<file path="config.mk">
export PLATFORM = sky130hd
export DESIGN_NAME = exec_unit
export DESIGN_NICKNAME = d
export VERILOG_FILES = /design/src/verilog/isa_pkg.sv /design/src/verilog/rob_pkg.sv /design/src/verilog/exec_unit.sv
export VERILOG_INCLUDE_DIRS = /design/src /design/src/verilog
export SDC_FILE = /design/constraint.sdc
export NUM_CORES = 1
export LEC_CHECK = 0
export BUFFER_PORTS_ARGS = -buffer_cell sky130_fd_sc_hd__buf_2
export CORE_MARGIN = 10
export CORE_UTILIZATION = 62
export CTS_CLUSTER_DIAMETER = 40
export DETAILED_ROUTE_END_ITERATION = 7
export GPL_TIMING_DRIVEN = 0
export PLACE_DENSITY = 0.87
export RECOVER_POWER = 100
export SYNTH_ARGS = -nofsm -noshare
export SYNTH_HDL_FRONTEND = slang
export SYNTH_SLANG_ARGS = --single-unit
</file>
<file path="constraint.sdc">
create_clock -name clk -period 5.05 [get_ports clk]
set_input_delay 1.01 -clock clk [delete_from_list [all_inputs] [get_ports clk]]
set_output_delay 1.01 -clock clk [all_outputs]
set_load 0.02 [all_outputs]
</file>
<file path="src/verilog/ooo_defines.svh">
`ifndef OOO_DEFINES_SVH
`define OOO_DEFINES_SVH

// width of data, pc and addresses
`define DATA_W 32

// architectural registers with x0 hardwired to zero
`define NUM_REGS 32
`define REG_AW $clog2(`NUM_REGS)

// reorder buffer entries as a power of two
`define ROB_DEPTH 16
`define TAG_W $clog2(`ROB_DEPTH)

`endif

</file>
<file path="src/verilog/isa_pkg.sv">
`include "ooo_defines.svh"

package isa_pkg;

    typedef enum logic [3:0] {
        op_add  = 4'd0,
        op_sub  = 4'd1,
        op_and  = 4'd2,
        op_xor  = 4'd3,
        op_addi = 4'd4,
        op_beq  = 4'd5,
        op_bne  = 4'd6,
        op_sw   = 4'd7
    } opcode_t;

    typedef logic [`REG_AW-1:0] reg_idx_t;

    typedef struct packed {
        opcode_t            op;
        reg_idx_t           rd;
        reg_idx_t           rs1;
        reg_idx_t           rs2;
        logic [`DATA_W-1:0] imm;
        logic [`DATA_W-1:0] pc;
        logic               pred_taken;
    } instr_t;

    function automatic logic is_branch(opcode_t op);
        return (op == op_beq) || (op == op_bne);
    endfunction

    function automatic logic is_store(opcode_t op);
        return op == op_sw;
    endfunction

    // addi is the only op without a second register source
    function automatic logic uses_rs2(opcode_t op);
        return op != op_addi;
    endfunction

endpackage

</file>
<file path="src/verilog/rob_pkg.sv">
`include "ooo_defines.svh"

package rob_pkg;

    typedef logic [`TAG_W-1:0] rob_tag_t;

    typedef struct packed {
        isa_pkg::reg_idx_t  rd;
        logic               is_branch;
        logic               is_store;
        logic               pred_taken;
        logic [`DATA_W-1:0] pc;
    } alloc_t;

    typedef struct packed {
        rob_tag_t           tag;
        isa_pkg::opcode_t   op;
        logic [`DATA_W-1:0] a;
        logic [`DATA_W-1:0] b;
        logic [`DATA_W-1:0] imm;
        logic [`DATA_W-1:0] pc;
        logic               pred_taken;
    } issue_t;

    // value is the store data for stores, addr is target or store address
    typedef struct packed {
        logic               valid;
        rob_tag_t           tag;
        logic [`DATA_W-1:0] value;
        logic [`DATA_W-1:0] addr;
        logic               mispredict;
    } complete_t;

    typedef struct packed {
        logic               valid;
        rob_tag_t           tag;
        isa_pkg::reg_idx_t  rd;
        logic [`DATA_W-1:0] value;
    } commit_t;

    typedef struct packed {
        logic               valid;
        logic [`DATA_W-1:0] addr;
        logic [`DATA_W-1:0] data;
    } store_t;

    typedef struct packed {
        logic               valid;
        logic [`DATA_W-1:0] pc;
    } redirect_t;

endpackage
</file>
<file path="src/verilog/exec_unit.sv">
`timescale 1ns/1ns
`include "ooo_defines.svh"

module exec_unit (
    input  logic               clk,
    input  logic               rst,
    input  logic               issue_valid,
    input  rob_pkg::issue_t    issue,
    input  logic               flush,
    output rob_pkg::complete_t complete
);
    import isa_pkg::*;
    import rob_pkg::*;

    logic [`DATA_W-1:0] alu_out;
    logic               taken;
    complete_t          s1_next;
    complete_t          s1;

    always_comb begin
        alu_out = '0;
        taken   = 1'b0;
        case (issue.op)
            op_add:  alu_out = issue.a + issue.b;
            op_sub:  alu_out = issue.a - issue.b;
            op_and:  alu_out = issue.a & issue.b;
            op_xor:  alu_out = issue.a ^ issue.b;
            op_addi: alu_out = issue.a + issue.imm;
            op_beq:  taken = (issue.a == issue.b);
            op_bne:  taken = (issue.a != issue.b);
            // store data rides in value
            op_sw:   alu_out = issue.b;
            default: alu_out = '0;
        endcase
    end

    always_comb begin
        s1_next.valid      = issue_valid;
        s1_next.tag        = issue.tag;
        s1_next.value      = alu_out;
        s1_next.addr       = '0;
        s1_next.mispredict = 1'b0;
        if (is_branch(issue.op)) begin
            s1_next.addr       = taken ? issue.pc + issue.imm : issue.pc + `DATA_W'(4);
            s1_next.mispredict = (taken != issue.pred_taken);
        end else if (is_store(issue.op)) begin
            s1_next.addr = issue.a + issue.imm;
        end
    end

    // flush drops both stages
    always_ff @(posedge clk) begin
        s1       <= s1_next;
        complete <= s1;
        if (rst || flush) begin
            s1.valid       <= 1'b0;
            complete.valid <= 1'b0;
        end
    end

endmodule

</file>
==> flow_metrics.tcl <==
set metrics [dict create \
    status "finished, final reports clean" \
    ir_drop_v 0.000291 \
    ant_nets 0 \
    synth.avg_cell_area_sq_um 7.80 \
    finalCriticalPeriod_ps 4760 \
    clkSinkCount 140 \
    num_rows 50 \
    nets 1989 \
    crit_path_cell_trace "buf_2 > inv_1 > ha_1 > clkbuf_1 > inv_1 > a21oi_1 > o21bai_1 > a221oi_1 > nor4b_1 > o41ai_1 > a41o_1 > o41ai_1 > mux2i_1 > o2111ai_1" \
    synth-xor-area-share_pct 7.68 \
    rsz0062_at_grt "no" \
    routed_wl_microns 43900 \
    dieArea_sq_mm 0.0246 \
    period_share_pct 94.2 \
    ctsResizeCount 0 \
    end_kind "flop" \
    worst_hold_slack_ps 322 \
    routedWlPerCell_microns 22.3 \
    yosysTopAreaCell "dfxtp_1" \
    setup-violations-final 0 \
    muxShareOfSynthArea_pct 1.14 \
    yosys.area_share.simple_pct 18.2 \
    core_area_sq_mm 0.0186 \
    syn_inst 1490 \
    slowest_stage "nor4b_1" \
    drtIter0Drc 1371 \
    dieWidth_microns 157 \
    grt_usage_pct 34.6 \
    ctsHoldBuffers 0 \
    clkPwrFrac_pct 34.0 \
    final_common_cell "buf_2" \
    yosys.area_share.adder_pct 14.2 \
    synth-async-reset-ratio_pct 0 \
    power_density_mw_per_mm2 286 \
    max_stage_delay_ps 590 \
    synth_sequential_area_ratio_pct 24.1 \
    vias 12900 \
    synthesis.area_sq_mm 0.0116 \
    path_class "in -> reg" \
    cp_max_fo 10 \
    finalMaxSlewViolations 0 \
    synth-main-ff-cell "dfxtp_1" \
    cp_data_arrival_time_ps 5020 \
    seqPwrFrac_pct 31.9 \
    dr.pass1.iters 6 \
    rrSetupSlack_ps 4520 \
    syn_nets 1761 \
    n_fill_cell 1581 \
    antenna_found_initial 2 \
    grt_pass1_wl_microns 67100 \
    slew_headroom_pct 10.8 \
    post_cts_buffers 0 \
    fin_skew_ps 6.00 \
    final_cell_mix "buf_2 (145), nor2_1 (143), dfxtp_1 (140)" \
    cts-root-buf "clkbuf_16" \
    switching_share_pct 36.0 \
    synth_cell_types 83 \
    grt_overflow 0 \
    power.share.combinational_pct 34.1 \
    fin_util_pct 72.4 \
    vias_per_cell 6.58 \
    grt_max_degree 17 \
    cts_tree "done" \
    yosysWarnings 0 \
    start_util_pct 62.6 \
    hpwl_microns 35000 \
    areaGrowthSynthToFinish_pct 15.7 \
    io_buffers 209 \
    cts_buffer_depth 2 \
    chipHeight_microns 157 \
    io_pins 211 \
    hold_path_class "reg -> reg" \
    synth_edf_count 0 \
    fmax_mhz 210 \
    first_global_vias 12500 \
    hold_viol 0 \
    tns_ps 0 \
    cp.required_ps 5310 \
    insertion_delay_ps 440 \
    synth_top_area_share_pct 24.1 \
    ys_seq_elements 140 \
    p_switching_mw 1.39 \
    drv_cap 0 \
    cts.clk_slew.worst_paths_ps 60 \
    htreeDepth 4 \
    power.leakage_nw 5.94 \
    ys_top_cells_by_area "dfxtp_1 (24%), ha_1 (14%), xnor2_1 (5.5%), a21oi_1 (5.1%), nor2_1 (4.6%)" \
    synth_compound_area_share_pct 29.5 \
    p_int_mw 2.47 \
    synth_top_family_by_area "compound AO/OA/AOI/OAI gates" \
    gp_congestion 1.02 \
    tightestPinTransition_ps 1330 \
    crit_path_start_kind "input pin" \
    drive_gt1_share_pct 11.6 \
    cts_buffers 17 \
    drcViolationCount 0 \
]
final timing paths:
check,startpoint,endpoint,depth (start not counted)
worst min register to register,s1[64],complete[64],0
worst max-delay path,issue[79],s1[64],14
worst min-delay path,s1[64],complete[64],0
worst max register to register,s1[69],complete[69],1
cells by family after synthesis:
logic type,Yosys count
adders and majority gates,130
AOI/OAI and AO/OA,504
buffers and inverters,151
and+or+nand+nor,450
muxes,13
DFF,140
xor gates and xnor gates,102
cell type report:
cell class,count,area [sq um],share of cell area [%]
Timing Repair Buffer,209,953,7.09
Buffer,71,290,2.16
Multi-Input combinational cell,1199,8210,61.0
Clock inverter,13,164,1.22
Clock buffer,19,443,3.29
Inverter,80,300,2.23
Tap cell,234,293,2.18
Sequential cell,140,2800,20.8
Antenna cell,2,5.00,0.0372
routing by layer:
| layer | routed length (microns) | up-vias | GRT usage [%] |
|---|---|---|---|
| li1 | - | 5939 | - |
| met1 | 17400 | 5976 | 44.7 |
| met2 | 18900 | 880 | 53.4 |
| met3 | 5850 | 149 | 9.47 |
| met4 | 1760 | 0 | 14.5 |
| met5 | 0 | - | 0 |
critical path, delay by kind of cell:
kind	cells	cell delay [ps]
compound gates	7	2050
simple gates	1	590
mux	1	230
buf+inv	4	770
fa+ha+maj	1	350
flip-flops by register name, summed over array words and instances, names as in the netlist:
signal,flops
complete,70
s1,70
power by group through the flow:
stage / clock network, mW / registers (mW) / logic [mW]
floorplan: 0 / 1.31 / 0.805
global placement: 0 / 1.25 / 1.26
detailed placement: 0 / 1.25 / 1.28
CTS: 1.31 / 1.23 / 1.29
global route: 1.36 / 1.24 / 1.42
finish: 1.31 / 1.23 / 1.31
metrics by stage:
stage	instance area, sq um	std cells	worst slack [ps]	power [mW]
2_1_floorplan	11600	1490	1320	2.12
3_3_place_gp	13000	1933	290	2.50
3_5_place_dp	13000	1933	322	2.53
4_1_cts	13600	1965	761	3.83
5_1_grt	13500	1967	316	4.02
6_report	13500	1967	291	3.85
cell usage after synthesis (all sizes together) (14+ instances only):
cell and n:
a211oi 15, inv 78, xnor2 73, xor2 29, nor2 143, nand4 21, nand2b 14, ha 126
a22oi 22, and3 18, o21bai 18, o221ai 15, dfxtp 140, o211ai 20, nand3 42, a21o 52
a21oi 119, nor2b 21, nor4 14, o21a 14, buf 23, o22ai 16, a31oi 14, nand2 116
o21ai 96, clkbuf 48, nor3 23
Power figures use the tool's default switching activity.
