<file path="src/verilog/ooo_defines.svh">
`ifndef OOO_DEFINES_SVH
`define OOO_DEFINES_SVH

// width of data, pc and addresses
`define DATA_W 32

// architectural registers with x0 hardwired to zero
`define NUM_REGS 32
`define REG_AW $clog2(`NUM_REGS)

// reorder buffer entries as a power of two
`define ROB_DEPTH 16
`define TAG_W $clog2(`ROB_DEPTH)

`endif

</file>
<file path="src/verilog/isa_pkg.sv">
`include "ooo_defines.svh"

package isa_pkg;

    typedef enum logic [3:0] {
        op_add  = 4'd0,
        op_sub  = 4'd1,
        op_and  = 4'd2,
        op_xor  = 4'd3,
        op_addi = 4'd4,
        op_beq  = 4'd5,
        op_bne  = 4'd6,
        op_sw   = 4'd7
    } opcode_t;

    typedef logic [`REG_AW-1:0] reg_idx_t;

    typedef struct packed {
        opcode_t            op;
        reg_idx_t           rd;
        reg_idx_t           rs1;
        reg_idx_t           rs2;
        logic [`DATA_W-1:0] imm;
        logic [`DATA_W-1:0] pc;
        logic               pred_taken;
    } instr_t;

    function automatic logic is_branch(opcode_t op);
        return (op == op_beq) || (op == op_bne);
    endfunction

    function automatic logic is_store(opcode_t op);
        return op == op_sw;
    endfunction

    // addi is the only op without a second register source
    function automatic logic uses_rs2(opcode_t op);
        return op != op_addi;
    endfunction

endpackage

</file>
<file path="src/verilog/rob_pkg.sv">
`include "ooo_defines.svh"

package rob_pkg;

    typedef logic [`TAG_W-1:0] rob_tag_t;

    typedef struct packed {
        isa_pkg::reg_idx_t  rd;
        logic               is_branch;
        logic               is_store;
        logic               pred_taken;
        logic [`DATA_W-1:0] pc;
    } alloc_t;

    typedef struct packed {
        rob_tag_t           tag;
        isa_pkg::opcode_t   op;
        logic [`DATA_W-1:0] a;
        logic [`DATA_W-1:0] b;
        logic [`DATA_W-1:0] imm;
        logic [`DATA_W-1:0] pc;
        logic               pred_taken;
    } issue_t;

    // value is the store data for stores, addr is target or store address
    typedef struct packed {
        logic               valid;
        rob_tag_t           tag;
        logic [`DATA_W-1:0] value;
        logic [`DATA_W-1:0] addr;
        logic               mispredict;
    } complete_t;

    typedef struct packed {
        logic               valid;
        rob_tag_t           tag;
        isa_pkg::reg_idx_t  rd;
        logic [`DATA_W-1:0] value;
    } commit_t;

    typedef struct packed {
        logic               valid;
        logic [`DATA_W-1:0] addr;
        logic [`DATA_W-1:0] data;
    } store_t;

    typedef struct packed {
        logic               valid;
        logic [`DATA_W-1:0] pc;
    } redirect_t;

endpackage
</file>
<file path="src/verilog/rename_file.sv">
`timescale 1ns/1ns
`include "ooo_defines.svh"

module rename_file (
    input  logic               clk,
    input  logic               rst,
    input  isa_pkg::reg_idx_t  src_a,
    input  isa_pkg::reg_idx_t  src_b,
    output logic [`DATA_W-1:0] val_a,
    output logic [`DATA_W-1:0] val_b,
    output logic               busy_a,
    output logic               busy_b,
    output rob_pkg::rob_tag_t  tag_a,
    output rob_pkg::rob_tag_t  tag_b,
    input  logic               rename_valid,
    input  isa_pkg::reg_idx_t  rename_rd,
    input  rob_pkg::rob_tag_t  rename_tag,
    input  rob_pkg::commit_t   commit,
    input  logic               flush
);
    import rob_pkg::*;

    logic [`DATA_W-1:0]   regs [`NUM_REGS];
    logic [`NUM_REGS-1:0] busy;
    rob_tag_t             tags [`NUM_REGS];

    assign val_a  = regs[src_a];
    assign val_b  = regs[src_b];
    assign busy_a = busy[src_a];
    assign busy_b = busy[src_b];
    assign tag_a  = tags[src_a];
    assign tag_b  = tags[src_b];

    // architectural state starts from zero
    always_ff @(posedge clk) begin
        if (rst) begin
            for (int i = 0; i < `NUM_REGS; i++) begin
                regs[i] <= '0;
            end
        end else if (commit.valid && commit.rd != '0) begin
            regs[commit.rd] <= commit.value;
        end
    end

    // later rename overrides the commit clear
    always_ff @(posedge clk) begin
        if (rst || flush) begin
            busy <= '0;
        end else begin
            if (commit.valid && tags[commit.rd] == commit.tag) begin
                busy[commit.rd] <= 1'b0;
            end
            if (rename_valid) begin
                busy[rename_rd] <= 1'b1;
            end
        end
    end

    always_ff @(posedge clk) begin
        if (rename_valid) begin
            tags[rename_rd] <= rename_tag;
        end
    end

    assert property (@(posedge clk) disable iff (rst) !busy[0]);

endmodule

</file>
<file path="config.mk">
export PLATFORM = sky130hd
export DESIGN_NAME = rename_file
export DESIGN_NICKNAME = d
export VERILOG_FILES = /design/src/verilog/isa_pkg.sv /design/src/verilog/rob_pkg.sv /design/src/verilog/rename_file.sv
export VERILOG_INCLUDE_DIRS = /design/src /design/src/verilog
export SDC_FILE = /design/constraint.sdc
export NUM_CORES = 2
export LEC_CHECK = 0
export BUFFER_PORTS_ARGS = -buffer_cell sky130_fd_sc_hd__buf_4
export CORE_ASPECT_RATIO = 0.5
export CORE_MARGIN = 2
export CORE_UTILIZATION = 65
export CTS_BUF_LIST = sky130_fd_sc_hd__clkbuf_4
export DETAILED_ROUTE_END_ITERATION = 6
export GPL_TIMING_DRIVEN = 0
export HOLD_SLACK_MARGIN = 0.15
export PLACE_DENSITY = 0.82
export SYNTH_ARGS = -nofsm -noshare
export SYNTH_HDL_FRONTEND = slang
export SYNTH_SLANG_ARGS = --single-unit
</file>
<file path="constraint.sdc">
create_clock -name clk -period 6 [get_ports clk]
set_clock_uncertainty 0.05 [all_clocks]
set_input_delay 1.2 -clock clk [delete_from_list [all_inputs] [get_ports clk]]
set_output_delay 1.2 -clock clk [all_outputs]
set_load 0.01 [all_outputs]
</file>
==> key figures <==
Status
  – Status: finished with violations
  – Failing checks: design-rule violations, max-capacitance violations, max-slew violations, negative setup slack

Critical path
  – Critical Path Source: src_a[1]
  – R2r setup slk: approximately 2.7 ns
  – Type of the worst setup path: input port to output port
  – Endpoint type of the worst setup path: output port
  – Critical Path, Cell by Cell: clkbuf_1 > clkbuf_2 > clkbuf_1 > mux4_2 > mux4_2 > mux2_2 > buf_4
  – FF-to-FF path depth: 7
  – Top delay family on crit path: buffers and inverters
  – R2R Path Start: tags[3][1]
  – Arrival time at the worst endpoint: approximately 5 ns
  – WP buf/inv: 4
  – Worst r2r dst: busy[5]
  – Critical Path Slowest Stage Cell: clkbuf_1
  – Worst-path fanout max: 10
  – Startpoint type of the worst setup path: input port
  – Required time worst endpoint: ~4.8 ns
  – Max stage delay on crit path: about 0.90 ns

Synthesis
  – Proportion of synthesized area in mux cells: around 29%
  – Syn_area_per_cell: roughly 17 µm²
  – Register bit total from synthesis: between 1000 and 1500
  – Top cells by area, synth: edfxtp_1 55%, mux4_2 27%, and2_1 9.9%, clkbuf_1 1.9%, mux2_2 1.3%
  – Main combinational cell family by area after synthesis: multiplexers
  – Mapped Area: 62800 µm²
  – Adder-cell share of the synthesized area: 0%
  – Post-Syn Instances: around 3700
  – Post-synthesis sequential area ratio: between 50% and 60%
  – Netlist cell types: 40
  – Area leader, netlist: edfxtp_1
  – Synth warnings: 0
  – Compound-cell area share of the yosys netlist: less than 1%
  – Simple-gate share of the synthesized area: between 10 and 15%
  – Xor-xnor portion of the synthesized cell area: 0%
  – Post-synth top area share: around 55%

Clock network
  – Reg clk slew, reported paths: ~0.090 ns
  – Number of H-tree levels: 5
  – Clock tree sinks: about 1200
  – Num CTS Buffers: 285
  – Root Driver: clkbuf_4
  – CTS tree: done
  – Clk buf depth: 4
  – Worst skew pair latency: 1.29 ns

Final layout
  – Nets@finish: roughly 4300
  – Filler Cell Count: around 6000
  – Area Growth Syn to Fin: 10.3%
  – Multi-input gate area: roughly 26000 µm²
  – Register Area: approximately 35000 µm²
  – Share of cells above drive strength 1: between 30% and 40%

Placement
  – Pre-CTS setup slack: -0.664 ns
  – HPWL Detailed: 147 mm
  – Final Wtd Congestion: approximately 1
  – Buffers on Ports: approximately 130

Power
  – Clock Power Share: between 30 and 40%
  – Comb power frac: roughly 14%
  – NetSw: 5230 µW
  – Sequential power share: between 50% and 60%
  – Switching Share: a little over a quarter
  – P_int: 13900 µW
  – P per Cell Area: roughly 280 nW/µm²
  – Maximum VDD drop: about 0.14 mV
  – Lkg Pwr: between 0.02 and 0.025 µW
  – Total power: roughly 19000 µW

Global routing
  – First-pass GRT wire length: 298 mm
  – GRT overflow: 0
  – Largest net degree at the start of global routing: 33
  – GRT Util Overall: 44.2%
  – Number of global-route vias before repair: around 42000
  – Antenna violations before repair: 13

Detailed routing
  – Post-route ant nets: 0
  – Vias per cell: 7.54
  – DR iter-0 viols: 8644
  – Final WL: between 200 and 250 mm
  – Avg WL per Cell: approximately 38 µm
  – Vias: between 40000 and 50000
  – Drc violations: 222
  – TritonRoute pass-1 iters: 7

Floorplanning
  – Die width: 443 µm
  – Initial Util: between 60% and 70%
  – # IOs: around 140
  – Full die area: 99200 µm²
  – Die height: ~220 µm
  – Num rows: 80
  – Core area: 95500 µm²

Timing
  – Worst Max-Slew Pin Slew: approximately 1.6 ns
  – Final WS setup: -0.197 ns
  – Fin. max-slew vios: around 130
  – RSZ-0062 raised after global routing: true
  – Crit path time final: between 6 and 7 ns
  – F_max: 0.161 GHz
  – Final setup fails: between 60 and 70
  – Hold WS: around 0.17 ns
  – Slew margin rel.: -9.50%
  – Period Utilization, post-route: 103%
  – Final Hold Viols: 0
  – Fin Setup TNS: -4.42 ns

Hold path
  – Start point of the worst hold path: commit[2]
  – Min-delay worst type: input port to flip-flop
  – Hold endpoint: regs[7][2]
  – Worst hold path depth: 2

Flow run
  – Number of max-cap violations: 12
[layout by cell type (no fill, tap or decap), types with 54 or more instances in the layout]
master,n
mux4_2,740
nor2_1,102
clkbuf_1,266
mux2_2,74
clkbuf_4,434
mux2i_1,64
buf_4,133
edfxtp_1,1152
and2_1,992
clkbuf_2,54
[flip-flops by register name (all words and copies together), names as in the netlist]
name	flops
tags	128
regs	1024
busy	32
[metal layers]
layer | part of all wire [%] | global-route usage (%)
met2 | 41 | 59.7
met4 | 5.1 | 20.9
met3 | 21 | 26.6
met1 | 33 | 56.8
met5 | 0.13 | 1.35
[power groups by stage]
stage                     Combinational (µW)  Clock (µW)  Sequential, µW
after CTS                               2510        6660            9670
final                                   2630        6830            9680
after detailed placement                2500           0            9850
after global placement                  2450           0            9780
after global routing                    2640        7060            9710
after floorplan                         1530           0            9750
[area by class of cell]
type	instances	share of cell area, %
Multi-Input combinational cell	2195	37.8
Clock buffer	429	4.65
Timing Repair Buffer	131	1.47
Tap cell	1271	2.30
Clock inverter	41	0.266
Inverter	2	0.0108
Sequential cell	1184	50.9
Buffer	388	2.59
Antenna cell	15	0.0542
[how the worst max path moves through the flow]
| stage | endpoint | slack, ns | cells past startpoint |
|---|---|---|---|
| 6_report | val_a[0] | -0.20 | 7 |
| 5_1_grt | val_b[11] | -0.03 | 7 |
| 4_1_cts | val_a[0] | 0.008 | 7 |
| 3_5_place_dp | val_b[31] | -0.66 | 7 |
| 3_3_place_gp | val_a[0] | -0.97 | 7 |
| 2_1_floorplan | tag_a[0] | 1.03 | 6 |
[through the flow]
step / instance area, µm² / utilization [%] / instances
floorplan: 62900 / - / 3769
global placement: 65400 / 68.5 / 5167
detailed placement: 65500 / 68.6 / 5168
CTS: 69100 / 72.4 / 5640
global route: 69200 / 72.5 / 5646
finish: 69200 / 72.5 / 5656
[kinds of logic after synthesis]
family                 count (synthesis)
flip-flops                          1184
AO/OA/AOI/OAI                        101
buffers and inverters                390
AND/OR/NAND/NOR                     1184
other                                  1
multiplexers                         878
[cell usage after synthesis, drive strengths merged]
cell type / n
a21oi: 35
a31oi: 1
and2: 992
and3: 2
and4: 1
and4b: 1
buf: 71
clkbuf: 317
conb: 1
dfxtp: 32
edfxtp: 1152
inv: 2
mux2: 74
mux2i: 64
mux4: 740
nand2: 5
nand3: 6
nand3b: 9
nand4: 1
nand4b: 4
nand4bb: 6
nor2: 102
nor2b: 1
nor3: 1
nor4: 9
nor4b: 1
o21ai: 32
o22ai: 33
or2: 31
or3: 2
or3b: 4
or4: 2
or4b: 4
[timing repair]
| item | 4_1_cts | 5_1_grt |
|---|---|---|
| endpoints found under the hold margin | 2 | 0 |
| pin swaps | 0 | 0 |
| resized for setup | 87 | 41 |
| buffers inserted | 0 | 0 |
| setup endpoints to repair | 74 | 68 |
| hold buffers | 2 | 0 |
(Power assumes the default switching activity.)
