===== src/verilog/ooo_defines.svh =====
`ifndef OOO_DEFINES_SVH
`define OOO_DEFINES_SVH

// width of data, pc and addresses
`define DATA_W 32

// architectural registers with x0 hardwired to zero
`define NUM_REGS 32
`define REG_AW $clog2(`NUM_REGS)

// reorder buffer entries as a power of two
`define ROB_DEPTH 16
`define TAG_W $clog2(`ROB_DEPTH)

`endif


===== src/verilog/isa_pkg.sv =====
`include "ooo_defines.svh"

package isa_pkg;

    typedef enum logic [3:0] {
        op_add  = 4'd0,
        op_sub  = 4'd1,
        op_and  = 4'd2,
        op_xor  = 4'd3,
        op_addi = 4'd4,
        op_beq  = 4'd5,
        op_bne  = 4'd6,
        op_sw   = 4'd7
    } opcode_t;

    typedef logic [`REG_AW-1:0] reg_idx_t;

    typedef struct packed {
        opcode_t            op;
        reg_idx_t           rd;
        reg_idx_t           rs1;
        reg_idx_t           rs2;
        logic [`DATA_W-1:0] imm;
        logic [`DATA_W-1:0] pc;
        logic               pred_taken;
    } instr_t;

    function automatic logic is_branch(opcode_t op);
        return (op == op_beq) || (op == op_bne);
    endfunction

    function automatic logic is_store(opcode_t op);
        return op == op_sw;
    endfunction

    // addi is the only op without a second register source
    function automatic logic uses_rs2(opcode_t op);
        return op != op_addi;
    endfunction

endpackage


===== src/verilog/rob_pkg.sv =====
`include "ooo_defines.svh"

package rob_pkg;

    typedef logic [`TAG_W-1:0] rob_tag_t;

    typedef struct packed {
        isa_pkg::reg_idx_t  rd;
        logic               is_branch;
        logic               is_store;
        logic               pred_taken;
        logic [`DATA_W-1:0] pc;
    } alloc_t;

    typedef struct packed {
        rob_tag_t           tag;
        isa_pkg::opcode_t   op;
        logic [`DATA_W-1:0] a;
        logic [`DATA_W-1:0] b;
        logic [`DATA_W-1:0] imm;
        logic [`DATA_W-1:0] pc;
        logic               pred_taken;
    } issue_t;

    // value is the store data for stores, addr is target or store address
    typedef struct packed {
        logic               valid;
        rob_tag_t           tag;
        logic [`DATA_W-1:0] value;
        logic [`DATA_W-1:0] addr;
        logic               mispredict;
    } complete_t;

    typedef struct packed {
        logic               valid;
        rob_tag_t           tag;
        isa_pkg::reg_idx_t  rd;
        logic [`DATA_W-1:0] value;
    } commit_t;

    typedef struct packed {
        logic               valid;
        logic [`DATA_W-1:0] addr;
        logic [`DATA_W-1:0] data;
    } store_t;

    typedef struct packed {
        logic               valid;
        logic [`DATA_W-1:0] pc;
    } redirect_t;

endpackage

===== src/verilog/reorder_buffer.sv =====
`timescale 1ns/1ns
`include "ooo_defines.svh"

module reorder_buffer (
    input  logic               clk,
    input  logic               rst,
    input  logic               alloc_valid,
    input  rob_pkg::alloc_t    alloc,
    output rob_pkg::rob_tag_t  alloc_tag,
    output logic               rob_full,
    input  rob_pkg::rob_tag_t  query_tag_a,
    input  rob_pkg::rob_tag_t  query_tag_b,
    output logic               query_done_a,
    output logic               query_done_b,
    output logic [`DATA_W-1:0] query_value_a,
    output logic [`DATA_W-1:0] query_value_b,
    input  rob_pkg::complete_t complete,
    output rob_pkg::commit_t   commit,
    output rob_pkg::store_t    store,
    output rob_pkg::redirect_t redirect
);
    import isa_pkg::*;
    import rob_pkg::*;

    localparam int COUNT_W = `TAG_W + 1;

    logic [`ROB_DEPTH-1:0] occupied;
    logic [`ROB_DEPTH-1:0] done;

    // entry payload
    logic [`ROB_DEPTH-1:0] is_branch_q;
    logic [`ROB_DEPTH-1:0] is_store_q;
    logic [`ROB_DEPTH-1:0] mispredict_q;
    reg_idx_t              rd_mem    [`ROB_DEPTH];
    logic [`DATA_W-1:0]    value_mem [`ROB_DEPTH];
    logic [`DATA_W-1:0]    addr_mem  [`ROB_DEPTH];

    rob_tag_t           head;
    rob_tag_t           tail;
    logic [COUNT_W-1:0] count;
    logic               retire;

    assign alloc_tag = tail;
    assign rob_full  = (count == COUNT_W'(`ROB_DEPTH));
    assign retire    = occupied[head] && done[head];

    assign query_done_a  = occupied[query_tag_a] && done[query_tag_a];
    assign query_done_b  = occupied[query_tag_b] && done[query_tag_b];
    assign query_value_a = value_mem[query_tag_a];
    assign query_value_b = value_mem[query_tag_b];

    // stores and branches retire without a register write
    always_comb begin
        commit   = '0;
        store    = '0;
        redirect = '0;
        if (retire) begin
            if (is_store_q[head]) begin
                store.valid = 1'b1;
                store.addr  = addr_mem[head];
                store.data  = value_mem[head];
            end else if (is_branch_q[head]) begin
                redirect.valid = mispredict_q[head];
                redirect.pc    = addr_mem[head];
            end else if (rd_mem[head] != '0) begin
                commit.valid = 1'b1;
                commit.tag   = head;
                commit.rd    = rd_mem[head];
                commit.value = value_mem[head];
            end
        end
    end

    always_ff @(posedge clk) begin
        if (rst || redirect.valid) begin
            occupied <= '0;
            done     <= '0;
            head     <= '0;
            tail     <= '0;
            count    <= '0;
        end else begin
            if (alloc_valid) begin
                occupied[tail] <= 1'b1;
                done[tail]     <= 1'b0;
                tail           <= tail + 1'b1;
            end
            if (complete.valid) begin
                done[complete.tag] <= 1'b1;
            end
            if (retire) begin
                occupied[head] <= 1'b0;
                head           <= head + 1'b1;
            end
            case ({alloc_valid, retire})
                2'b10:   count <= count + 1'b1;
                2'b01:   count <= count - 1'b1;
                default: count <= count;
            endcase
        end
    end

    always_ff @(posedge clk) begin
        if (alloc_valid) begin
            rd_mem[tail]      <= alloc.rd;
            is_branch_q[tail] <= alloc.is_branch;
            is_store_q[tail]  <= alloc.is_store;
        end
        if (complete.valid) begin
            value_mem[complete.tag]    <= complete.value;
            addr_mem[complete.tag]     <= complete.addr;
            mispredict_q[complete.tag] <= complete.mispredict;
        end
    end

    // dispatch must honour rob_full
    assert property (@(posedge clk) disable iff (rst) alloc_valid |-> !rob_full);

    // writeback lands on a live entry exactly once
    assert property (@(posedge clk) disable iff (rst)
        complete.valid |-> occupied[complete.tag] && !done[complete.tag]);

endmodule


===== config.mk =====
export PLATFORM = sky130hd
export DESIGN_NAME = reorder_buffer
export DESIGN_NICKNAME = d
export VERILOG_FILES = /design/src/verilog/isa_pkg.sv /design/src/verilog/rob_pkg.sv /design/src/verilog/reorder_buffer.sv
export VERILOG_INCLUDE_DIRS = /design/src /design/src/verilog
export SDC_FILE = /design/constraint.sdc
export NUM_CORES = 1
export LEC_CHECK = 0
export ABC_CLOCK_PERIOD_IN_PS = 12600
export BUFFER_PORTS_ARGS = -buffer_cell sky130_fd_sc_hd__clkbuf_2
export CAP_MARGIN = 20
export CORE_UTILIZATION = 50
export CTS_CLUSTER_SIZE = 28
export DETAILED_ROUTE_END_ITERATION = 10
export PLACE_DENSITY = 0.7
export SLEW_MARGIN = 20
export SYNTH_ARGS = -nofsm -noshare
export SYNTH_HDL_FRONTEND = slang
export SYNTH_SLANG_ARGS = --single-unit

===== constraint.sdc =====
create_clock -name clk -period 12.6 [get_ports clk]
set_input_delay 2.52 -clock clk [delete_from_list [all_inputs] [get_ports clk]]
set_output_delay 2.52 -clock clk [all_outputs]
set_load 0.02 [all_outputs]

==> run summary <==
Outcome: finished, final reports clean
Vias: 28479
Gate Count Post-Synth: 2489
R2R Path Start: head[0]
Pint: 6.70 mW
Worst slew pin tran: 1.26 ns
Sequential share of the synthesized area: 0.654
Synth Warn #: 0
Htree depth: 3
Post-route clock period utilization: 0.636
Crit path time final: 8.02 ns
Clock Tree Buf Depth: 3
Largest net degree at the start of global routing: 159
Root Buffer: clkbuf_16
WL per Instance: 31.9 um
Filler-free cell count of the finished design: 4293
GR Util met2: 0.411
FP Rows: 120
Critical path class: in -> out
Power density over the cells: 139 nW/um^2
Via density per instance: 6.63
GR Overflow Total: 0
Cell Area, Synth: 54400 um^2
Area post-placement: 57500 um^2
TritonCTS clock tree: built
Post-synthesis compound-gate area fraction: 0.00999
CTS clk-pin slew, worst paths: 0.06 ns
Post-synthesis simple-gate area fraction: 0.0296
Setup tns final: 0 ns
Hold depth: 2
Final wirelength: 137000 um
Total iterations of the first detailed-routing run: 7
Mux contribution to synthesized area: 0.285
I/O pin cnt: 332
Sequential share of power: 0.527
Critical path startpoint category: input pin
Synthesized area per cell: 21.8 um^2
CP max stage delay: 0.96 ns
DP HPWL: 76000 um
All-Layer GR Usage: 0.250
# port buffers: 298
Routing usage on met3: 0.0483
Fin nets: 2912
DRT iter0 DRCs: 3524
CP endpoint kind: primary output
Sw Share: 0.213
Crit-path max FO: 74
Starting Density: 0.506
Post-Synth XOR/XNOR Area: 0.00193
Reg2reg end: count[4]
Placed Instances: 4061
Clock share of power: 0.415
Die Width: 332 um
Critical Path Source: query_tag_a[1]
Worst Hold Endpoint: count[4]
Syn nets: 2621
WP data required: 10.08 ns
# hold bufs at CTS: 0
Multi-input combinational cell area: 18000 um^2
Combinational share of power: 0.058
Core area: 108000 um^2
Cell Chain, Critical Path: buf_6 -> buf_4 -> nor2_1 -> a311oi_1 -> a21oi_1 -> mux4_2 -> clkbuf_2
Final setup viols: 0
Final Hold Viols: 0
CP max stage cell: buf_4
Max_slew headroom: 0.161
Initial antenna violation count: 14
Grt met1 use: 0.340
Worst Skew: 0.0124 ns
Final instance area: 61400 um^2
R2R cell count: 15
Flop2flop setup slack: 8.42 ns
Max-capacitance violation count: 0
Clock sinks: 1201
Die area: 110000 um^2
Cts bufs inserted: 120
Synth unique cells: 44
Commonest non-fill, non-tap cell in the layout: edfxtp_1
Reg area: 35600 um^2
Async SR Flop Fraction: 0
Vias in the first global route: 29550
Adder-Cell Fraction of Synth Area: 0.00253
Post-synth top flop: edfxtp_1
EDFF count, synth: 1152
Sw power: 1.82 mW
Leakage: 19.3 nW
Max rail drop VDD: 0.122 mV
Residual DRC: 0
Yosys reg bits: 1201
First-pass GRT wire length: 200000 um
Largest family of logic cells by synthesized area: multiplexers
Die boundary height: 332 um
Commonest non-fill, non-tap cells in the layout: 1152 x edfxtp_1, 680 x mux4_2, 291 x clkbuf_2
Placer Congestion: 0.820
WP data arrival: 5.50 ns
Cts repair resizes: 0
Worst hold path class: reg -> reg
RSZ-0062 raised after global routing: false
Post-CTS setup buffer count: 0
Max Freq: 125 MHz
Layout area overhead: 12.9%
GRT Max-Usage Layer: met2
Worst min-delay path startpoint: count[4]
Fin. max-slew vios: 0
Fillers: 7813
Share of layout cells above drive strength 1: 0.441
Clk_lat worst skew: 0.70 ns
DRT antenna net count: 0
==> worst max-delay path by stage <==
stage / end / slack, ns / cells past startpoint
after floorplan: addr_mem[0][0] / 4.53 / 2
after global placement: query_value_b[4] / 4.42 / 5
after detailed placement: query_done_a / 4.63 / 7
after CTS: commit[2] / 4.56 / 9
after global routing: query_done_a / 4.50 / 7
final: query_done_a / 4.58 / 7
==> cell type report <==
cell class                 instances  area share
clock inverter                    79      0.0111
antenna                            6    0.000245
inverter                          22     0.00134
clock buffer                     147      0.0526
multi-input combinational       1080       0.294
timing repair buffer             355      0.0327
sequential                      1201       0.580
tap                             1403      0.0286
==> worst max-delay path, delay by kind of cell <==
kind            cells  cell delay (ns)
simple gates        1             0.14
compound gates      2             0.40
buf+inv             3             1.80
mux                 1             0.54
==> logic make-up after synthesis <==
kind of cell | count (synthesis)
AO/OA/AOI/OAI | 77
XOR/XNOR | 12
adder cells (fa/ha/maj) | 11
buffers and inverters | 208
flip-flops | 1201
multiplexers | 689
AND/OR/NAND/NOR | 291
==> state kept, by name, indices dropped and copies added (netlist names), named ones only <==
register and count:
done 16, rd_mem 80, value_mem 512, is_branch_q 16, head 4, occupied 16
count 5, alloc_tag 4, mispredict_q 16, addr_mem 512, is_store_q 16
==> metal layers <==
metal  routed length, um  vias to the layer above  part of all wire
met5                 126                        -           0.00092
met4                3910                       20             0.029
met1               52700                    15320              0.39
met2               68500                     1423              0.50
li1                    -                    11456                 -
met3               11600                      260             0.085
==> synthesized netlist by cell type, types with 2 or more instances <==
cell type  number  area [um^2]
a31oi_1         7         43.8
nor2_1         79          297
a211oi_1        4         30.0
a311oi_1       23          201
nor3_1         10         50.1
nand4_1         2         12.5
nand2b_1        2         12.5
a22oi_1         6         45.0
mux4_1          7          184
nand3_1         6         30.0
and3_1          6         37.5
nor2b_1        38          238
xor2_1          7         61.3
dfxtp_1        49          981
nand2_1        36          135
edfxtp_1     1152        34600
mux2i_1         2         20.0
mux4_2        680        15300
and2_4         29          254
buf_2          29          145
or3b_2          2         17.5
and2_1         71          444
a21oi_1        29          145
nand3b_1        3         22.5
o211ai_1        2         15.0
buf_6           7         78.8
xnor2_1         5         43.8
a311o_1         2         20.0
clkbuf_1      108          405
inv_1          22         82.6
ha_1           11          138
buf_1          41          154
==> stage by stage <==
step | utilization | hold slack, ns | total power, mW | worst slack (ns)
after global routing | 0.571 | 0.552 | 8.74 | 4.50
after global placement | 0.534 | 0.494 | 5.04 | 4.42
after floorplan | - | 0.474 | 4.87 | 4.53
after CTS | 0.571 | 0.516 | 8.57 | 4.56
after detailed placement | 0.535 | 0.507 | 5.06 | 4.63
final | 0.571 | 0.513 | 8.51 | 4.58
==> power by group through the flow <==
stage / registers [mW] / clock network (mW) / logic, mW
5_1_grt: 4.49 / 3.73 / 0.517
4_1_cts: 4.49 / 3.59 / 0.493
2_1_floorplan: 4.56 / 0 / 0.303
3_3_place_gp: 4.56 / 0 / 0.480
6_report: 4.49 / 3.54 / 0.490
3_5_place_dp: 4.57 / 0 / 0.492
Power figures use the tool's default switching activity.
