**config.mk**
```make
export PLATFORM = sky130hd
export DESIGN_NAME = dispatch_unit
export DESIGN_NICKNAME = d
export VERILOG_FILES = /design/src/verilog/isa_pkg.sv /design/src/verilog/rob_pkg.sv /design/src/verilog/dispatch_unit.sv
export VERILOG_INCLUDE_DIRS = /design/src /design/src/verilog
export SDC_FILE = /design/constraint.sdc
export NUM_CORES = 1
export LEC_CHECK = 0
export BUFFER_PORTS_ARGS = -buffer_cell sky130_fd_sc_hd__buf_2
export CAP_MARGIN = 10
export CORE_AREA = 2 2 199 201
export DETAILED_ROUTE_END_ITERATION = 10
export DIE_AREA = 0 0 201 203
export HOLD_SLACK_MARGIN = 0.06
export SYNTH_ARGS = -nofsm -noshare
export SYNTH_HDL_FRONTEND = slang
export SYNTH_SLANG_ARGS = --single-unit
```
**constraint.sdc**
```tcl
create_clock -name clk -period 14.4 [get_ports clk]
set_input_delay 2.88 -clock clk [delete_from_list [all_inputs] [get_ports clk]]
set_output_delay 2.88 -clock clk [all_outputs]
set_load 0.005 [all_outputs]
```
**src/verilog/ooo_defines.svh**
```systemverilog
`ifndef OOO_DEFINES_SVH
`define OOO_DEFINES_SVH

// width of data, pc and addresses
`define DATA_W 32

// architectural registers with x0 hardwired to zero
`define NUM_REGS 32
`define REG_AW $clog2(`NUM_REGS)

// reorder buffer entries as a power of two
`define ROB_DEPTH 16
`define TAG_W $clog2(`ROB_DEPTH)

`endif

```
**src/verilog/isa_pkg.sv**
```systemverilog
`include "ooo_defines.svh"

package isa_pkg;

    typedef enum logic [3:0] {
        op_add  = 4'd0,
        op_sub  = 4'd1,
        op_and  = 4'd2,
        op_xor  = 4'd3,
        op_addi = 4'd4,
        op_beq  = 4'd5,
        op_bne  = 4'd6,
        op_sw   = 4'd7
    } opcode_t;

    typedef logic [`REG_AW-1:0] reg_idx_t;

    typedef struct packed {
        opcode_t            op;
        reg_idx_t           rd;
        reg_idx_t           rs1;
        reg_idx_t           rs2;
        logic [`DATA_W-1:0] imm;
        logic [`DATA_W-1:0] pc;
        logic               pred_taken;
    } instr_t;

    function automatic logic is_branch(opcode_t op);
        return (op == op_beq) || (op == op_bne);
    endfunction

    function automatic logic is_store(opcode_t op);
        return op == op_sw;
    endfunction

    // addi is the only op without a second register source
    function automatic logic uses_rs2(opcode_t op);
        return op != op_addi;
    endfunction

endpackage

```
**src/verilog/rob_pkg.sv**
```systemverilog
`include "ooo_defines.svh"

package rob_pkg;

    typedef logic [`TAG_W-1:0] rob_tag_t;

    typedef struct packed {
        isa_pkg::reg_idx_t  rd;
        logic               is_branch;
        logic               is_store;
        logic               pred_taken;
        logic [`DATA_W-1:0] pc;
    } alloc_t;

    typedef struct packed {
        rob_tag_t           tag;
        isa_pkg::opcode_t   op;
        logic [`DATA_W-1:0] a;
        logic [`DATA_W-1:0] b;
        logic [`DATA_W-1:0] imm;
        logic [`DATA_W-1:0] pc;
        logic               pred_taken;
    } issue_t;

    // value is the store data for stores, addr is target or store address
    typedef struct packed {
        logic               valid;
        rob_tag_t           tag;
        logic [`DATA_W-1:0] value;
        logic [`DATA_W-1:0] addr;
        logic               mispredict;
    } complete_t;

    typedef struct packed {
        logic               valid;
        rob_tag_t           tag;
        isa_pkg::reg_idx_t  rd;
        logic [`DATA_W-1:0] value;
    } commit_t;

    typedef struct packed {
        logic               valid;
        logic [`DATA_W-1:0] addr;
        logic [`DATA_W-1:0] data;
    } store_t;

    typedef struct packed {
        logic               valid;
        logic [`DATA_W-1:0] pc;
    } redirect_t;

endpackage
```
**src/verilog/dispatch_unit.sv**
```systemverilog
`timescale 1ns/1ns
`include "ooo_defines.svh"

module dispatch_unit (
    input  logic               clk,
    input  logic               rst,
    input  logic               instr_valid,
    input  isa_pkg::instr_t    instr,
    output logic               instr_ready,
    output isa_pkg::reg_idx_t  src_a,
    output isa_pkg::reg_idx_t  src_b,
    input  logic [`DATA_W-1:0] val_a,
    input  logic [`DATA_W-1:0] val_b,
    input  logic               busy_a,
    input  logic               busy_b,
    input  rob_pkg::rob_tag_t  tag_a,
    input  rob_pkg::rob_tag_t  tag_b,
    output logic               rename_valid,
    output isa_pkg::reg_idx_t  rename_rd,
    output rob_pkg::rob_tag_t  rename_tag,
    output rob_pkg::rob_tag_t  query_tag_a,
    output rob_pkg::rob_tag_t  query_tag_b,
    input  logic               query_done_a,
    input  logic               query_done_b,
    input  logic [`DATA_W-1:0] query_value_a,
    input  logic [`DATA_W-1:0] query_value_b,
    output logic               alloc_valid,
    output rob_pkg::alloc_t    alloc,
    input  rob_pkg::rob_tag_t  alloc_tag,
    input  logic               rob_full,
    input  rob_pkg::complete_t complete,
    input  logic               flush,
    output logic               issue_valid,
    output rob_pkg::issue_t    issue
);
    import isa_pkg::*;

    logic               fwd_a, fwd_b;
    logic               ready_a, ready_b;
    logic               fire, writes_rd;
    logic [`DATA_W-1:0] opnd_a, opnd_b;

    assign src_a       = instr.rs1;
    assign src_b       = instr.rs2;
    assign query_tag_a = tag_a;
    assign query_tag_b = tag_b;

    // same-cycle writeback bypass
    assign fwd_a   = complete.valid && (complete.tag == tag_a);
    assign fwd_b   = complete.valid && (complete.tag == tag_b);
    assign ready_a = !busy_a || query_done_a || fwd_a;
    assign ready_b = !uses_rs2(instr.op) || !busy_b || query_done_b || fwd_b;

    // register file, then rob entry, then bypass
    assign opnd_a = !busy_a ? val_a : (query_done_a ? query_value_a : complete.value);
    assign opnd_b = !busy_b ? val_b : (query_done_b ? query_value_b : complete.value);

    assign instr_ready = !rob_full && ready_a && ready_b && !flush;
    assign fire        = instr_valid && instr_ready;
    assign writes_rd   = (instr.rd != '0) && !is_branch(instr.op) && !is_store(instr.op);

    assign alloc_valid      = fire;
    assign alloc.rd         = writes_rd ? instr.rd : '0;
    assign alloc.is_branch  = is_branch(instr.op);
    assign alloc.is_store   = is_store(instr.op);
    assign alloc.pred_taken = instr.pred_taken;
    assign alloc.pc         = instr.pc;

    assign rename_valid = fire && writes_rd;
    assign rename_rd    = instr.rd;
    assign rename_tag   = alloc_tag;

    always_ff @(posedge clk) begin
        if (rst || flush) begin
            issue_valid <= 1'b0;
        end else begin
            issue_valid <= fire;
        end
    end

    always_ff @(posedge clk) begin
        if (fire) begin
            issue.tag        <= alloc_tag;
            issue.op         <= instr.op;
            issue.a          <= opnd_a;
            issue.b          <= opnd_b;
            issue.imm        <= instr.imm;
            issue.pc         <= instr.pc;
            issue.pred_taken <= instr.pred_taken;
        end
    end

endmodule

```
==> results of run 1 <==
layout by cell type (no fill, tap or decap):
master and instances:
a21oi_1 64, and2_1 1, buf_2 457, buf_4 6
bufinv_16 1, clkbuf_1 1, clkbuf_16 17, clkinv_1 2
clkinv_2 2, clkinvlp_4 5, dfxtp_1 1, edfxtp_1 137
inv_1 2, inv_6 4, mux2i_1 64, nand2_1 4
nand2b_1 1, nor2_1 68, nor2_4 1, nor2b_1 5
nor3_1 1, nor3_2 2, nor4_2 2, o22ai_1 1
o311ai_4 1, o32ai_2 1, or4_1 1, xnor2_1 2
xor2_1 6
sequential cells by signal, summed over array words and instances (netlist names):
| register | cells |
|---|---|
| issue | 137 |
| issue_valid | 1 |
routing by layer:
layer	vias to the layer above	track usage (%)	share of wire (%)
met2	281	17.5	50
met3	42	3.26	8.1
met5	-	0	0
met4	0	6.03	3.6
li1	2370	-	-
met1	2298	11.2	38
layout make-up:
cell class	instances	share of cell area, %
flip-flops and latches	138	45.3
clock buffers	18	4.70
multi-input cells	225	16.0
well taps	518	7.10
inverters	2	0.0822
repair buffers	463	25.5
clock inverters	14	1.32
cells by family after synthesis:
kind of cell	count (synthesis)	share of synthesized area [%]
AO/OA/AOI/OAI	67	5.99
XOR/XNOR	8	1.14
buffers and inverters	84	9.28
flip-flops	138	67.1
multiplexers	64	10.4
AND/OR/NAND/NOR	86	6.09
worst max-delay path, cell delays in order:
cell and delay [ps]:
buf_2 80, buf_4 560, inv_1 170, o311ai_4 100, o32ai_2 180, nor2_4 310, buf_2 170
power breakdown:
group	leakage (nW)	switching [mW]	internal [mW]
combinational	2.53	0.0617	0.0586
sequential	1.27	0.00377	0.462
clock	0.255	0.178	0.237
total	4.06	0.244	0.758
worst paths after layout:
| check | slack [ps] | start | to | depth (start not counted) |
|---|---|---|---|---|
| setup / recovery | 7060 | query_done_b | alloc_valid | 7 |
| hold / removal | 2600 | rst | issue_valid$_SDFF_PP0_ | 2 |
==> impl_metrics.tcl, run 1 <==
set metrics [dict create \
    ys_top_cells_by_area "edfxtp_1, mux2i_1, buf_4" \
    drtIter0Drc 176 \
    yosysTopAreaCell "edfxtp_1" \
    die_x_um 201 \
    fin_ws_ps 7060 \
    diodes 0 \
    critPathRequiredTime_ps 11520 \
    cts_made_buffers 17 \
    max-vdd-ir-drop_mv 0.0798 \
    endpoint_kind "primary output" \
    synth_most_common_cell "edfxtp_1" \
    antenna_found_initial 0 \
    cts_tree "done" \
    hold_buffers 0 \
    core_um2 38500 \
    vias 4991 \
    htreeDepth 4 \
    cts_buffer_depth 2 \
    routed_wl_um 21400 \
    overflow 0 \
    grt_start_max_net_pins 69 \
    drv_slew 0 \
    start_util_pct 16.0 \
    dp.cells 1346 \
    drt-wirelength-per-cell_um 15.5 \
    tns_ps 0 \
    nets 1150 \
    ys_seq_area_share_pct 67.1 \
    setup_viol_count_final 0 \
    fin_crit_ps 7340 \
    relSlewSlack_pct 39.9 \
    yosysWarnings 0 \
    final_cell_area_um2 9130 \
    cts_root_buffer "clkbuf_16" \
    gp_congestion 0.789 \
    synth_edf_count 137 \
    whs_ps 2600 \
    ioPinCount 511 \
    max_freq_ghz 0.136 \
    synth-seq-cells 138 \
    startpoint_type "input pin" \
    finalCritPeriodShare_pct 51.0 \
    rsz0062_at_grt "false" \
    drtPass1Iterations 4 \
    place_area_um2 8580 \
    syn_area_um2 6160 \
    critPathMaxFanout 33 \
    instances_no_fill 1378 \
    cts_sinks 138 \
    netlist.area_leader.share_pct 66.8 \
    viasPerCell 3.62 \
    leakage_nw 4.06 \
    final_util_pct 23.7 \
    post_cts_resized 0 \
    drive_gt1_share_pct 58.0 \
    tightest_slew_ps 901 \
    seq_area_um2 4130 \
    fillCellCount 4156 \
    post_cts_buffers 0 \
    post-place-ws_ps 6950 \
    drc 0 \
    fin_total_pwr_mw 1.00 \
    hold_viol 0 \
    drv_cap 0 \
    die_h_um 203 \
    status "complete, no violations" \
    grt_pass1_vias 4991 \
    ys.flop_type "edfxtp_1" \
    p_per_area_nw_per_um2 110 \
    rows 72 \
    ys_async_sr_fraction_pct 0 \
    clk_pin_slew_worst_paths_ps 60 \
    hold_path_class "input pin to flip-flop" \
    synth_fp_nets 750 \
    crit_type "input pin to primary output" \
    io_buffer_count 457 \
    drt.antenna.violating_nets 0 \
    synth_common_cells "edfxtp_1, nor2_1, buf_4" \
    die_area_um2 40800 \
    area_growth_pct 48.3 \
    grt_use_total_pct 10.3 \
    multi_input_area_um2 1460 \
    synthCells 447 \
    syn_area_per_cell_um2 13.8 \
    yosysUniqueCellTypes 23 \
    critical_path_arrival_ps 4460 \
    grt_pass1_wl_um 30100 \
    hpwlAfterDp_um 16700 \
]
Power figures use the tool's default switching activity.
==> run 2, diff against run 1 <==
Clock period 14.4 ns to 7.16 ns, I/O delays scaled along.
==> impl_metrics.tcl, run 2 (synthesized netlist as in run 1, its figures left out) <==
set metrics [dict create \
    cts_root_buffer "clkbuf_16" \
    fillCellCount 4112 \
    cts_made_buffers 17 \
    core_um2 38500 \
    hold_buffers 0 \
    hold_viol 0 \
    max-vdd-ir-drop_mv 0.162 \
    min_path_cells 1 \
    area_growth_pct 48.7 \
    timing.critical_path.mode_cell "buf_2" \
    grt_use_total_pct 10.8 \
    setup_viol_count_final 0 \
    grt_pass1_vias 5101 \
    mostFrequentLayoutCell "buf_2" \
    min_from "instr[52]" \
    post-place-ws_ps 2530 \
    grt_start_max_net_pins 69 \
    drt.antenna.violating_nets 0 \
    vias 5054 \
    dr_wl_met3_um 1660 \
    regMostFlops "issue" \
    instances_no_fill 1380 \
    fin_ws_ps 2610 \
    rows 72 \
    leakage_nw 4.07 \
    routed_wl_um 22300 \
    max_freq_ghz 0.220 \
    crit_type "input pin to primary output" \
    hold_path_class "input pin to flip-flop" \
    drtPass1Iterations 4 \
    io_buffer_count 457 \
    fin_total_pwr_mw 2.04 \
    final_util_pct 23.8 \
    ioPinCount 511 \
    slowest_stage "buf_4" \
    hold_end "issue[52]$_DFFE_PP_" \
    largestRegisters "issue: 137 flops, issue_valid: 1 flops" \
    critical_path_arrival_ps 3110 \
    highest_layer "met4" \
    nets 1151 \
    start_util_pct 16.0 \
    drv_cap 0 \
    relSlewSlack_pct 39.6 \
    status "complete, no violations" \
    m1WireLength_um 8700 \
    viasPerCell 3.66 \
    cts_tree "done" \
    die_area_um2 40800 \
    cpPeakStageDelay_ps 560 \
    crit_buf_inv 4 \
    final_cell_area_um2 9160 \
    p_per_area_nw_per_um2 222 \
    whs_ps 1160 \
    critPathMaxFanout 65 \
    layout_common_cells "buf_2, edfxtp_1, nor2_1, mux2i_1, a21oi_1" \
    seq_area_um2 4130 \
    grt_pass1_wl_um 31700 \
    clk_pin_slew_worst_paths_ps 70 \
    wl_met2_um 11200 \
    hpwlAfterDp_um 17500 \
    tns_ps 0 \
    htreeDepth 4 \
    die_h_um 203 \
    drv_slew 0 \
    drive_gt1_share_pct 58.2 \
    cts_buffer_depth 2 \
    path_delay_family "buffers and inverters" \
    cts_sinks 138 \
    overflow 0 \
    die_x_um 201 \
    tightest_slew_ps 906 \
    post_cts_buffers 0 \
    gp_congestion 0.818 \
    largest_reg_flops 137 \
    place_area_um2 8590 \
    startpoint_type "input pin" \
    antenna_found_initial 3 \
    post_cts_resized 0 \
    worstPathCellList "buf_2 > buf_4 > inv_1 > o32ai_2 > nor2_4 > buf_2" \
    drt-wirelength-per-cell_um 16.2 \
    rsz0062_at_grt "false" \
    finalCritPeriodShare_pct 63.5 \
    dp.cells 1347 \
    multi_input_area_um2 1460 \
    fin_crit_ps 4550 \
    drtIter0Drc 181 \
    drc 0 \
    critPathRequiredTime_ps 5730 \
    endpoint_kind "primary output" \
]
-- run 2: cell count changes in the layout (fill, tap and decap cells not counted), sizes merged --
cell / previous run / this run
buf: 463 / 464
inv: 6 / 7
diode: 0 / 1
clkbuf: 18 / 17
-- run 2: area by class of cell --
class	instances	area share, %
timing repair buffer	464	25.5
clock buffer	17	4.64
tap	518	7.07
antenna	1	0.0273
sequential	138	45.1
multi-input combinational	225	16.0
clock inverter	15	1.54
inverter	2	0.0819
-- run 2: worst max-delay path by stage --
| stage | slack (ps) | cells after the start | end | from |
|---|---|---|---|---|
| after floorplan | 150 | 4 | alloc_valid | complete[66] |
| after global placement | 2550 | 6 | alloc_valid | busy_a |
| after detailed placement | 2530 | 6 | alloc_valid | busy_a |
| after CTS | 2520 | 6 | alloc_valid | busy_a |
| after global routing | 2400 | 6 | alloc_valid | busy_a |
| final | 2610 | 6 | alloc_valid | busy_a |
-- run 2: routing by layer --
metal / track usage [%] / vias up
met4: 5.34 / 0
met5: 0 / -
met3: 3.61 / 39
li1: - / 2377
met2: 18.6 / 282
met1: 11.8 / 2356
-- run 2: where the power goes --
group          internal [mW]  total (mW)  switching [mW]
combinational          0.118       0.243           0.125
sequential             0.929       0.938         0.00853
clock                  0.482       0.855           0.373
total                   1.53        2.04           0.506
